## src/hw/mipsParams.svh

```systemverilog
/*
  core-wide sizing macros
  word width, register count, data memory depth, reset fetch address
*/

`ifndef MIPS_PARAMS_SVH
`define MIPS_PARAMS_SVH

// datapath and address width
`define MIPS_XLEN 32

// architectural registers, r0 included
`define MIPS_NREGS 32

// data memory depth in words (7-bit word address)
`define MIPS_DMEM_WORDS 128

// first fetch address after reset
`define MIPS_RESET_PC 32'h0000_0000

`endif

```

## src/hw/mipsIsaPkg.sv

```systemverilog
/*
  instruction set definitions for the subset core
  opcode and funct encodings, alu operation enum, decoded control struct
*/

`default_nettype none

`include "mipsParams.svh"

package mipsIsaPkg;

  // primary opcode field, instr[31:26]
  typedef enum logic [5:0] {
    OP_RTYPE = 6'b000000,
    OP_J     = 6'b000010,
    OP_JAL   = 6'b000011,
    OP_BEQ   = 6'b000100,
    OP_ADDI  = 6'b001000,
    OP_LW    = 6'b100011,
    OP_SW    = 6'b101011
  } opcode_t;

  // function field for r-type, instr[5:0]
  typedef enum logic [5:0] {
    FN_SLL = 6'b000000,
    FN_SRL = 6'b000010,
    FN_JR  = 6'b001000,
    FN_ADD = 6'b100000,
    FN_SUB = 6'b100010,
    FN_AND = 6'b100100,
    FN_OR  = 6'b100101,
    FN_SLT = 6'b101010
  } funct_t;

  typedef enum logic [2:0] {
    ALU_ADD,
    ALU_SUB,
    ALU_AND,
    ALU_OR,
    ALU_SLT,  // signed compare
    ALU_SLL,
    ALU_SRL
  } aluOp_t;

  // one flat lookup result per instruction
  typedef struct packed {
    logic   regDst;       // rd instead of rt
    logic   aluSrcImm;    // opB from sign-extended immediate
    logic   memToReg;     // writeback from load data
    logic   regWrite;
    logic   memWrite;
    logic   branch;       // beq
    logic   jump;         // j, jal
    logic   jumpReg;      // jr
    logic   link;         // jal, writes pc+4 to r31
    logic   shiftAmtSel;  // opA from shamt field
    aluOp_t aluOp;
  } ctrlSig_t;

endpackage

`default_nettype wire

```

## src/hw/mipsBusPkg.sv

```systemverilog
/*
  bus and payload types shared across the core
  machine word, register index, writeback report, data memory request
*/

`default_nettype none

`include "mipsParams.svh"

package mipsBusPkg;

  localparam int DMEM_AW = $clog2(`MIPS_DMEM_WORDS);  // word address bits

  typedef logic [`MIPS_XLEN-1:0]          word_t;
  typedef logic [$clog2(`MIPS_NREGS)-1:0] regIdx_t;

  // register write as seen from outside, 38 bits
  typedef struct packed {
    logic    valid;   // real write, never r0
    regIdx_t regIdx;
    word_t   data;
  } wbInfo_t;

  // single-cycle sram style access, no handshake
  typedef struct packed {
    logic               wrEn;
    logic [DMEM_AW-1:0] addr;    // word index
    word_t              wrData;
  } dataReq_t;

endpackage

`default_nettype wire

```

## src/hw/controlDecoder.sv

```systemverilog
/*
  main decoder
  opcode plus funct to one control struct, alu op included
*/

`timescale 1ns/1ns
`default_nettype none

`include "mipsParams.svh"

module controlDecoder (
  input  mipsBusPkg::word_t    instr,
  output mipsIsaPkg::ctrlSig_t ctrl
);
  import mipsIsaPkg::*;

  opcode_t opcode;
  funct_t  funct;

  assign opcode = opcode_t'(instr[31:26]);
  assign funct  = funct_t'(instr[5:0]);

  always_comb begin
    ctrl       = '0;       // unknown encodings stay fully inactive
    ctrl.aluOp = ALU_ADD;
    case (opcode)
      OP_RTYPE: begin
        ctrl.regDst   = 1'b1;
        ctrl.regWrite = 1'b1;
        case (funct)
          FN_ADD: ctrl.aluOp = ALU_ADD;
          FN_SUB: ctrl.aluOp = ALU_SUB;
          FN_AND: ctrl.aluOp = ALU_AND;
          FN_OR:  ctrl.aluOp = ALU_OR;
          FN_SLT: ctrl.aluOp = ALU_SLT;
          FN_SLL: begin
            ctrl.aluOp       = ALU_SLL;
            ctrl.shiftAmtSel = 1'b1;  // shamt drives opA
          end
          FN_SRL: begin
            ctrl.aluOp       = ALU_SRL;
            ctrl.shiftAmtSel = 1'b1;
          end
          FN_JR: begin
            ctrl.regDst   = 1'b0;
            ctrl.regWrite = 1'b0;
            ctrl.jumpReg  = 1'b1;   // target from rs
          end
          default: begin
            ctrl.regDst   = 1'b0;   // bad funct acts as nop
            ctrl.regWrite = 1'b0;
          end
        endcase
      end
      OP_ADDI: begin
        ctrl.aluSrcImm = 1'b1;
        ctrl.regWrite  = 1'b1;
      end
      OP_LW: begin
        ctrl.aluSrcImm = 1'b1;  // base + offset
        ctrl.memToReg  = 1'b1;
        ctrl.regWrite  = 1'b1;
      end
      OP_SW: begin
        ctrl.aluSrcImm = 1'b1;
        ctrl.memWrite  = 1'b1;
      end
      OP_BEQ: begin
        ctrl.branch = 1'b1;
        ctrl.aluOp  = ALU_SUB;  // zero flag decides
      end
      OP_J:   ctrl.jump = 1'b1;
      OP_JAL: begin
        ctrl.jump     = 1'b1;
        ctrl.link     = 1'b1;
        ctrl.regWrite = 1'b1;   // r31 <= pc+4
      end
      default: ;
    endcase
  end

endmodule

`default_nettype wire

```

## src/hw/regFile.sv

```systemverilog
/*
  general purpose register file
  r0 hardwired zero, 31 storage registers, 2 read ports, 1 write port
*/

`timescale 1ns/1ns
`default_nettype none

`include "mipsParams.svh"

module regFile (
  input  logic                clk,
  input  logic                rst,
  input  mipsBusPkg::regIdx_t rdIdxA,
  input  mipsBusPkg::regIdx_t rdIdxB,
  input  logic                wrEn,
  input  mipsBusPkg::regIdx_t wrIdx,
  input  mipsBusPkg::word_t   wrData,
  output mipsBusPkg::word_t   rdDataA,
  output mipsBusPkg::word_t   rdDataB
);
  import mipsBusPkg::*;

  word_t regs [1:`MIPS_NREGS-1];  // no storage behind r0

  // write port, r0 writes dropped here
  always_ff @(posedge clk or posedge rst) begin
    if (rst) begin
      for (int i = 1; i < `MIPS_NREGS; i++) begin
        regs[i] <= '0;
      end
    end else if (wrEn && (wrIdx != '0)) begin
      regs[wrIdx] <= wrData;
    end
  end

  // combinational reads
  assign rdDataA = (rdIdxA == '0) ? '0 : regs[rdIdxA];
  assign rdDataB = (rdIdxB == '0) ? '0 : regs[rdIdxB];

endmodule

`default_nettype wire

```

## src/hw/alu.sv

```systemverilog
/*
  integer alu
  add, sub, and, or, signed slt, sll, srl and the zero flag
*/

`timescale 1ns/1ns
`default_nettype none

`include "mipsParams.svh"

module alu (
  input  mipsBusPkg::word_t  opA,
  input  mipsBusPkg::word_t  opB,
  input  mipsIsaPkg::aluOp_t op,
  output mipsBusPkg::word_t  result,
  output logic               zero
);
  import mipsIsaPkg::*;

  always_comb begin
    case (op)
      ALU_ADD: result = opA + opB;  // wraps, no overflow trap
      ALU_SUB: result = opA - opB;
      ALU_AND: result = opA & opB;
      ALU_OR:  result = opA | opB;
      ALU_SLT: result = ($signed(opA) < $signed(opB)) ? `MIPS_XLEN'd1 : `MIPS_XLEN'd0;
      ALU_SLL: result = opB << opA[4:0];  // shamt in opA
      ALU_SRL: result = opB >> opA[4:0];  // zero fill
      default: result = '0;
    endcase
  end

  // used by beq after a subtract
  assign zero = (result == '0);

endmodule

`default_nettype wire

```

## src/hw/pcUnit.sv

```systemverilog
/*
  program counter
  pc register, pc+4, next-pc select for branch, jump and register jump
*/

`timescale 1ns/1ns
`default_nettype none

`include "mipsParams.svh"

module pcUnit (
  input  logic                 clk,
  input  logic                 rst,
  input  mipsIsaPkg::ctrlSig_t ctrl,
  input  logic                 aluZero,
  input  mipsBusPkg::word_t    branchOffset,  // sign-extended imm16
  input  logic [25:0]          jumpTarget,
  input  mipsBusPkg::word_t    regTarget,     // rs value for jr
  output mipsBusPkg::word_t    pc,
  output mipsBusPkg::word_t    pcPlus4
);
  import mipsBusPkg::*;

  word_t pcQ;
  word_t pcNext;
  word_t branchAddr;
  word_t jumpAddr;
  logic  branchTaken;

  assign pcPlus4     = pcQ + `MIPS_XLEN'd4;
  assign branchTaken = ctrl.branch & aluZero;
  assign branchAddr  = pcPlus4 + (branchOffset << 2);  // no delay slot
  assign jumpAddr    = {pcPlus4[`MIPS_XLEN-1:`MIPS_XLEN-4], jumpTarget, 2'b00};

  // priority jr, j/jal, beq, sequential
  always_comb begin
    if (ctrl.jumpReg)  pcNext = regTarget;
    else if (ctrl.jump) pcNext = jumpAddr;
    else if (branchTaken) pcNext = branchAddr;
    else pcNext = pcPlus4;
  end

  always_ff @(posedge clk or posedge rst) begin
    if (rst) pcQ <= `MIPS_RESET_PC;  // held while rst is high
    else pcQ <= pcNext;
  end

  assign pc = pcQ;

endmodule

`default_nettype wire

```

## src/hw/mipsCore.sv

```systemverilog
/*
  single-cycle datapath
  field split, immediate and shamt extension, operand and writeback muxes,
  decoder, register file, alu and pc instances
*/

`timescale 1ns/1ns
`default_nettype none

`include "mipsParams.svh"

module mipsCore (
  input  logic                 clk,
  input  logic                 rst,
  input  mipsBusPkg::word_t    instr,
  output mipsBusPkg::word_t    instrAddr,
  output mipsBusPkg::dataReq_t dmemReq,
  input  mipsBusPkg::word_t    dmemRdata,
  output mipsBusPkg::wbInfo_t  wb
);
  import mipsBusPkg::*;
  import mipsIsaPkg::*;

  ctrlSig_t ctrl;
  regIdx_t  rsIdx, rtIdx, rdIdx, wrIdx;
  word_t    rdDataA, rdDataB;
  word_t    immExt, shamtExt;
  word_t    opA, opB;
  word_t    aluResult, wrData;
  word_t    pc, pcPlus4;
  logic     aluZero;

  // ====================================================================
  // instruction fields and extension
  // ====================================================================
  assign rsIdx    = instr[25:21];
  assign rtIdx    = instr[20:16];
  assign rdIdx    = instr[15:11];
  assign immExt   = {{(`MIPS_XLEN-16){instr[15]}}, instr[15:0]};  // sign extend
  assign shamtExt = {{(`MIPS_XLEN-5){1'b0}}, instr[10:6]};      // zero extend

  controlDecoder decoder_i (
    .instr (instr),
    .ctrl  (ctrl)
  );

  // ====================================================================
  // register file and alu
  // ====================================================================
  // jal forces r31, else rd for r-type, rt otherwise
  assign wrIdx = ctrl.link ? regIdx_t'(`MIPS_NREGS - 1) :
                 ctrl.regDst ? rdIdx : rtIdx;

  regFile regFile_i (
    .clk     (clk),
    .rst     (rst),
    .rdIdxA  (rsIdx),
    .rdIdxB  (rtIdx),
    .wrEn    (ctrl.regWrite),  // r0 dropped inside
    .wrIdx   (wrIdx),
    .wrData  (wrData),
    .rdDataA (rdDataA),
    .rdDataB (rdDataB)
  );

  assign opA = ctrl.shiftAmtSel ? shamtExt : rdDataA;
  assign opB = ctrl.aluSrcImm ? immExt : rdDataB;

  alu alu_i (
    .opA    (opA),
    .opB    (opB),
    .op     (ctrl.aluOp),
    .result (aluResult),
    .zero   (aluZero)
  );

  // writeback select
  assign wrData = ctrl.link ? pcPlus4 :
                  ctrl.memToReg ? dmemRdata : aluResult;

  // ====================================================================
  // fetch, memory and report
  // ====================================================================
  pcUnit pcUnit_i (
    .clk          (clk),
    .rst          (rst),
    .ctrl         (ctrl),
    .aluZero      (aluZero),
    .branchOffset (immExt),
    .jumpTarget   (instr[25:0]),
    .regTarget    (rdDataA),
    .pc           (pc),
    .pcPlus4      (pcPlus4)
  );

  assign instrAddr = pc;

  assign dmemReq.wrEn   = ctrl.memWrite & ~rst;            // no stores in reset
  assign dmemReq.addr   = aluResult[DMEM_AW+1:2];          // byte addr to word index
  assign dmemReq.wrData = rdDataB;

  assign wb.valid  = ctrl.regWrite & (wrIdx != '0) & ~rst;
  assign wb.regIdx = wrIdx;
  assign wb.data   = wrData;

endmodule

`default_nettype wire

```

## config.mk

```make
export PLATFORM = sky130hd
export DESIGN_NAME = mipsCore
export DESIGN_NICKNAME = d
export VERILOG_FILES = /design/src/hw/mipsIsaPkg.sv /design/src/hw/mipsBusPkg.sv /design/src/hw/controlDecoder.sv /design/src/hw/regFile.sv /design/src/hw/alu.sv /design/src/hw/pcUnit.sv /design/src/hw/mipsCore.sv
export VERILOG_INCLUDE_DIRS = /design/src /design/src/hw
export SDC_FILE = /design/constraint.sdc
export NUM_CORES = 2
export LEC_CHECK = 0
export BUFFER_PORTS_ARGS = -buffer_cell sky130_fd_sc_hd__buf_4
export CAP_MARGIN = 20
export CORE_ASPECT_RATIO = 1.5
export CORE_MARGIN = 2
export CORE_UTILIZATION = 45
export DETAILED_ROUTE_END_ITERATION = 10
export GPL_TIMING_DRIVEN = 0
export PLACE_DENSITY_LB_ADDON = 0.12
export SYNTH_ARGS = -nofsm -noshare
export SYNTH_HDL_FRONTEND = slang
export SYNTH_SLANG_ARGS = --single-unit
```

## constraint.sdc

```tcl
create_clock -name clk -period 62.8 [get_ports clk]
set_input_delay 12.56 -clock clk [delete_from_list [all_inputs] [get_ports clk]]
set_output_delay 12.56 -clock clk [all_outputs]
set_load 0.03 [all_outputs]
```

After elaboration in Yosys (flattened, before gate mapping)
Index checks and enable logic that the tools add are counted.
{"block": "classes", "n_shift": 2, "bitwise": 10, "reduce_logical": 14, "n_eq_ne": 19, "order_cmp": 5, "muxes": 37, "add_sub_neg": 4}
{"cell": "bitwise mux 992 bit", "count": 1}
{"cell": "two-way mux 32 bit", "count": 14}
{"cell": "binary-select mux 32 bit (select 5 bit)", "count": 2}
{"cell": "one-hot mux 32 bit (7 select lines)", "count": 1}
{"cell": "demux 32 bit (select 5 bit)", "count": 1}
{"cell": "adder 32 bit", "count": 2}
{"cell": "equality test 6 bit, second input constant", "count": 7}
{"cell": "adder 32 x 3 -> 32 bit, second input constant", "count": 1}
{"cell": "AND 32 bit", "count": 1}
{"cell": "zero test 32 bit", "count": 1}
{"cell": "< comparator 32 bit", "count": 1}
{"cell": "OR 32 bit", "count": 1}
{"cell": "<< shifter 32 x 5 -> 32 bit", "count": 1}
{"cell": ">> shifter 32 x 5 -> 32 bit", "count": 1}
{"cell": "subtractor 32 bit", "count": 1}
{"cell": "equality test 6 x 2 -> 1 bit, second input constant", "count": 3}
{"cell": "greater-or-equal comparator 6 bit, second input constant", "count": 3}
{"cell": "NOT 5 -> 6 bit", "count": 3}
{"cell": "one-hot mux 3 bit (6 select lines)", "count": 1}
{"cell": "two-way mux 1 bit", "count": 13}
{"cell": "equality test 6 x 4 -> 1 bit, second input constant", "count": 2}
{"cell": "zero test 6 bit", "count": 2}
{"cell": "zero test 5 bit", "count": 2}
{"cell": "two-way mux 5 bit", "count": 2}
{"cell": "other kinds (15)", "count": 24}
{"block": "totals", "regBits": 1024, "out_inout_bits": 110, "input_bits": 66}

Logic depth before layout (Yosys ltp)
{"block": "logic_depth", "word_depth": 14, "depth_mapped": 35}

Cells and area by module
A second synthesis with hierarchy kept.
{"block": "unflattened", "hier_cells": 5778, "hier_area_um2": 67870.1}
{"module": "regFile", "area_per_inst_um2": 53334.9, "instances": 1, "cells_each": 3767, "seq_area_each_um2": 24823.8}
{"module": "alu", "area_per_inst_um2": 9185.1, "instances": 1, "cells_each": 1287, "seq_area_each_um2": 0.0}
{"module": "pcUnit", "area_per_inst_um2": 3749.8, "instances": 1, "cells_each": 475, "seq_area_each_um2": 800.8}
{"module": "mipsCore", "area_per_inst_um2": 1365.1, "instances": 1, "cells_each": 214, "seq_area_each_um2": 0.0}
{"module": "controlDecoder", "area_per_inst_um2": 235.2, "instances": 1, "cells_each": 35, "seq_area_each_um2": 0.0}

Least setup slack after synthesis
No wires, ideal clock.
{"block": "synth_timing", "path_type": "input -> output", "start": "input port instr[17]", "end": "output port wb[30] (netlist name)", "stages": 33, "t_required_ns": 50.240, "path_slack_ns": 30.695, "arrival_time_ns": 19.545, "cell_sequence": "buf_2 -> buf_2 -> buf_2 -> buf_4 -> buf_4 -> buf_4 -> buf_1 -> mux2_2 -> a22oi_1 -> o211ai_1 -> a21oi_1 -> nor3_1 -> mux2i_1 -> inv_1 -> ha_1 -> inv_1 -> fa_1 -> nor2b_1 -> o2111a_1 -> nor3_1 -> o21ai_0 -> a21boi_0 -> o21ai_0 -> o41a_1 -> a22o_1 -> o21ai_0 -> a21o_1 -> or4_1 -> and3_1 -> o2111ai_1 -> o221ai_1 -> clkbuf_1 -> inv_1"}
{"element": "from (decl)", "line_no": "mipsCore.sv:15", "source": "input mipsBusPkg::word_t instr,"}
{"element": "to (decl)", "line_no": "mipsCore.sv:19", "source": "output mipsBusPkg::wbInfo_t wb"}

==> impl_metrics.xml <==
<?xml version="1.0" encoding="UTF-8"?>
<metrics>
  <group name="yosys">
    <metric name="post_synth_fa_ha_maj_area_fraction" unit="%">2.57</metric>
    <metric name="synth.area.mux_share" unit="%">21.4</metric>
    <metric name="synth_top_family_by_area" unit="">multiplexers</metric>
    <metric name="synthesis.nets" unit="">6782</metric>
    <metric name="leading_cell_types_by_total_area_after_synthesis" unit="">dfrtp_1, mux4_2, o21ai_0</metric>
    <metric name="synth_area" unit="µm²">63700</metric>
    <metric name="dominantRegCellSynth" unit="">dfrtp_1</metric>
    <metric name="postSynth.asyncResetShare" unit="%">100</metric>
    <metric name="syn_avg_cell_area" unit="µm²">9.67</metric>
    <metric name="post_synth_xor_area_fraction" unit="%">1.11</metric>
    <metric name="complex_gate_fraction_of_the_synthesized_area" unit="%">18.0</metric>
    <metric name="ys_seq_area_share" unit="%">40.2</metric>
    <metric name="synth_enable_flop_cells" unit="">0</metric>
    <metric name="netlist.top_cell.by_area" unit="">dfrtp_1</metric>
    <metric name="synthDistinctLibCells" unit="">92</metric>
    <metric name="synth_seq_cells" unit="">1024</metric>
    <metric name="syn-instance-count" unit="">6587</metric>
    <metric name="synthDominantCellAreaShare" unit="%">40.2</metric>
    <metric name="synth_simple_gate_area_share" unit="%">12.0</metric>
    <metric name="synthesis.yosys.warnings" unit="">0</metric>
  </group>
  <group name="clocking">
    <metric name="post-cts-setup-buffer-count" unit="">0</metric>
    <metric name="cts_hold_buf" unit="">0</metric>
    <metric name="cts_htree_levels" unit="">3</metric>
    <metric name="clock_insertion_delay_worst_skew" unit="ns">0.82</metric>
    <metric name="cts.sinks" unit="">1024</metric>
    <metric name="cts.reportedPaths.clkPinSlew" unit="ns">0.07</metric>
    <metric name="tritoncts" unit="">yes</metric>
    <metric name="cts.repair.resized" unit="">0</metric>
    <metric name="total_clock_buffers_created_by_cts" unit="">105</metric>
    <metric name="clock_path_buffers" unit="">3</metric>
    <metric name="cts-root-buf" unit="">clkbuf_16</metric>
  </group>
  <group name="setup_path">
    <metric name="cp-start-kind" unit="">input pin</metric>
    <metric name="cp_slowest_stage_delay" unit="ns">1.00</metric>
    <metric name="critical_path_peak_fanout" unit="">10</metric>
    <metric name="path_class" unit="">input pin to output port</metric>
    <metric name="worst_ep_arrival_time" unit="ns">24.93</metric>
    <metric name="worstPathRequired" unit="ns">50.24</metric>
    <metric name="cp-end-kind" unit="">output port</metric>
    <metric name="worst_path_max_delay_cell" unit="">o221ai_1</metric>
  </group>
  <group name="timing">
    <metric name="timing_hold_violations_final" unit="">0</metric>
    <metric name="rsz0062_at_grt" unit="">no</metric>
    <metric name="fin_crit_sh" unit="%">59.7</metric>
    <metric name="min_period" unit="ns">37.49</metric>
    <metric name="min_hold_slack" unit="ns">0.501</metric>
    <metric name="maxSlewViolCount" unit="">0</metric>
    <metric name="fmaxAchievable" unit="GHz">0.0267</metric>
    <metric name="setup_total_negative_slack" unit="ns">0</metric>
    <metric name="finalSetupViolCount" unit="">0</metric>
    <metric name="slew_headroom" unit="%">1.52</metric>
    <metric name="final.setup_skew" unit="ns">0.0517</metric>
    <metric name="worst_slew_pin_slew" unit="ns">1.48</metric>
    <metric name="final.setup.worst_slack" unit="ns">25.31</metric>
  </group>
  <group name="global_route">
    <metric name="track_usage" unit="%">53.7</metric>
    <metric name="grt_max_degree" unit="">127</metric>
    <metric name="grt_first_pass_wirelength" unit="µm">528000</metric>
    <metric name="number_of_global_route_vias_before_repair" unit="">61979</metric>
    <metric name="antenna_found_initial" unit="">50</metric>
    <metric name="globalRouteOverflowTotal" unit="">0</metric>
  </group>
  <group name="power_and_ir_drop">
    <metric name="pwr-share-clk" unit="%">35.9</metric>
    <metric name="seqPwrFrac" unit="%">37.1</metric>
    <metric name="worst_ir_drop_vdd" unit="V">0.0000285</metric>
    <metric name="power_switching_share" unit="%">36.3</metric>
    <metric name="combPwrFrac" unit="%">27.0</metric>
    <metric name="pwr_density_cell" unit="nW/µm²">26.4</metric>
    <metric name="power.internal" unit="mW">1.23</metric>
    <metric name="power_switching" unit="mW">0.700</metric>
    <metric name="cellLeakagePower" unit="nW">32.0</metric>
  </group>
  <group name="detailed_routing">
    <metric name="routed_wl" unit="µm">392000</metric>
    <metric name="initialDrtViolationCount" unit="">9411</metric>
    <metric name="postRouteAntennaNets" unit="">0</metric>
    <metric name="route.vias.total" unit="">64492</metric>
    <metric name="detailedRoute.firstPassIterationCount" unit="">9</metric>
    <metric name="remaining_drc_errors" unit="">0</metric>
    <metric name="detail_route.vias_per_cell" unit="">7.17</metric>
    <metric name="wl_per_cell" unit="µm">43.6</metric>
  </group>
  <group name="floorplanning">
    <metric name="floorplan.die.width" unit="µm">311</metric>
    <metric name="die_area" unit="µm²">145000</metric>
    <metric name="total_core_area" unit="µm²">141000</metric>
    <metric name="die_height" unit="µm">465</metric>
    <metric name="start_util" unit="%">45.2</metric>
    <metric name="core_rows" unit="">169</metric>
    <metric name="design.portCount" unit="">176</metric>
  </group>
  <group name="finish">
    <metric name="mostFrequentLayoutCells" unit="">nand2_1, o21ai_0, dfrtp_1</metric>
    <metric name="most_common_library_cell_in_the_layout_ignoring_fill_and_taps" unit="">nand2_1</metric>
    <metric name="drive_above_1_share" unit="%">16.8</metric>
    <metric name="area_growth" unit="%">14.8</metric>
    <metric name="final_nets" unit="">7196</metric>
    <metric name="fin_area" unit="µm²">73200</metric>
  </group>
  <group name="place">
    <metric name="postPlaceCellArea" unit="µm²">69200</metric>
    <metric name="hpwlAfterDp" unit="µm">302000</metric>
    <metric name="globalplace.congestion" unit="">1.10</metric>
    <metric name="place_ws" unit="ns">26.15</metric>
    <metric name="numPortBuffers" unit="">170</metric>
  </group>
  <group name="hold_path">
    <metric name="timing.hold.worst.class" unit="">register to register</metric>
  </group>
  <group name="outcome">
    <metric name="status" unit="">finished clean</metric>
  </group>
  <group name="run">
    <metric name="drv.max_cap_violation_count" unit="">0</metric>
  </group>
</metrics>
==> path summary, 6_finish.rpt <==
kind / to / slack [ns] / from / cells past startpoint
worst max-delay path: wb[28] / 25.31 / instr[17] / 34
worst max register to register: pcUnit_i.pc[21] / 51.02 / regFile_i.regs[1] / 29
min in group asynchronous: pcUnit_i.pc[2] / 11.74 / rst / 2
max in group asynchronous: regFile_i.regs[448] / 49.22 / rst / 5
worst min-delay path: regFile_i.regs[153] / 0.50 / regFile_i.regs[153] / 2
worst min register to register: regFile_i.regs[153] / 0.50 / regFile_i.regs[153] / 2
==> cells in the mapped netlist, types with 59 or more instances <==
master / number
nand2_1: 1262
o21ai_0: 1111
dfrtp_1: 1024
clkbuf_1: 431
mux4_2: 390
mux2i_1: 345
nor2_1: 228
a21oi_1: 225
inv_1: 145
a22oi_1: 144
ha_1: 126
mux2_2: 113
nor3_1: 70
buf_2: 68
a211oi_1: 61
buf_1: 59
==> stage by stage <==
step                      std cells  utilization, %  total power [mW]
after detailed placement       8757            49.1              1.22
final                          8997            51.9              1.93
after global routing           8973            51.9              1.96
after floorplan                6587               -             0.990
after CTS                      8950            51.7              1.89
after global placement         8638            47.8              1.20
==> flip-flops by register name (all words and copies together) (netlist names) <==
name	count
regFile_i.regs	992
pcUnit_i.pc	32
==> critical path: cells and delay by family <==
kind / cells / cell delay [ns]
mux: 3 / 0.63
compound gates: 10 / 4.33
buf+inv: 14 / 5.41
simple gates: 5 / 1.16
fa+ha+maj: 2 / 0.71
==> layer usage <==
layer  track usage [%]  wire, µm
met1              54.5    118000
met2              80.4    170000
met3              21.2     49000
met4              58.8     55200
met5             0.401       139
==> layout make-up <==
cell class | instances | area, µm²
timing repair buffer | 307 | 3160
buffer | 582 | 2420
sequential | 1024 | 25600
fill | 13287 | 67900
antenna | 29 | 72.6
clock buffer | 137 | 2970
tap | 1881 | 2350
multi-input combinational | 4833 | 35300
inverter | 148 | 566
clock inverter | 56 | 709
==> power by group through the flow <==
stage	clock [mW]	sequential, mW	combinational, mW
after global routing	0.711	0.719	0.530
final	0.693	0.716	0.522
after CTS	0.685	0.715	0.491
after floorplan	0	0.732	0.258
after global placement	0	0.728	0.471
after detailed placement	0	0.727	0.489
==> cell families (layout without fill, tap and decap cells) <==
kind of cell | after synthesis | count (layout)
fa+ha+maj | 129 | 129
other cells | 0 | 29
simple gates | 1829 | 1829
compound gates | 1937 | 1937
buf+inv | 730 | 1230
flops | 1024 | 1024
xor+xnor | 81 | 81
mux | 857 | 857
No activity file was read; power rests on OpenSTA's default activity.
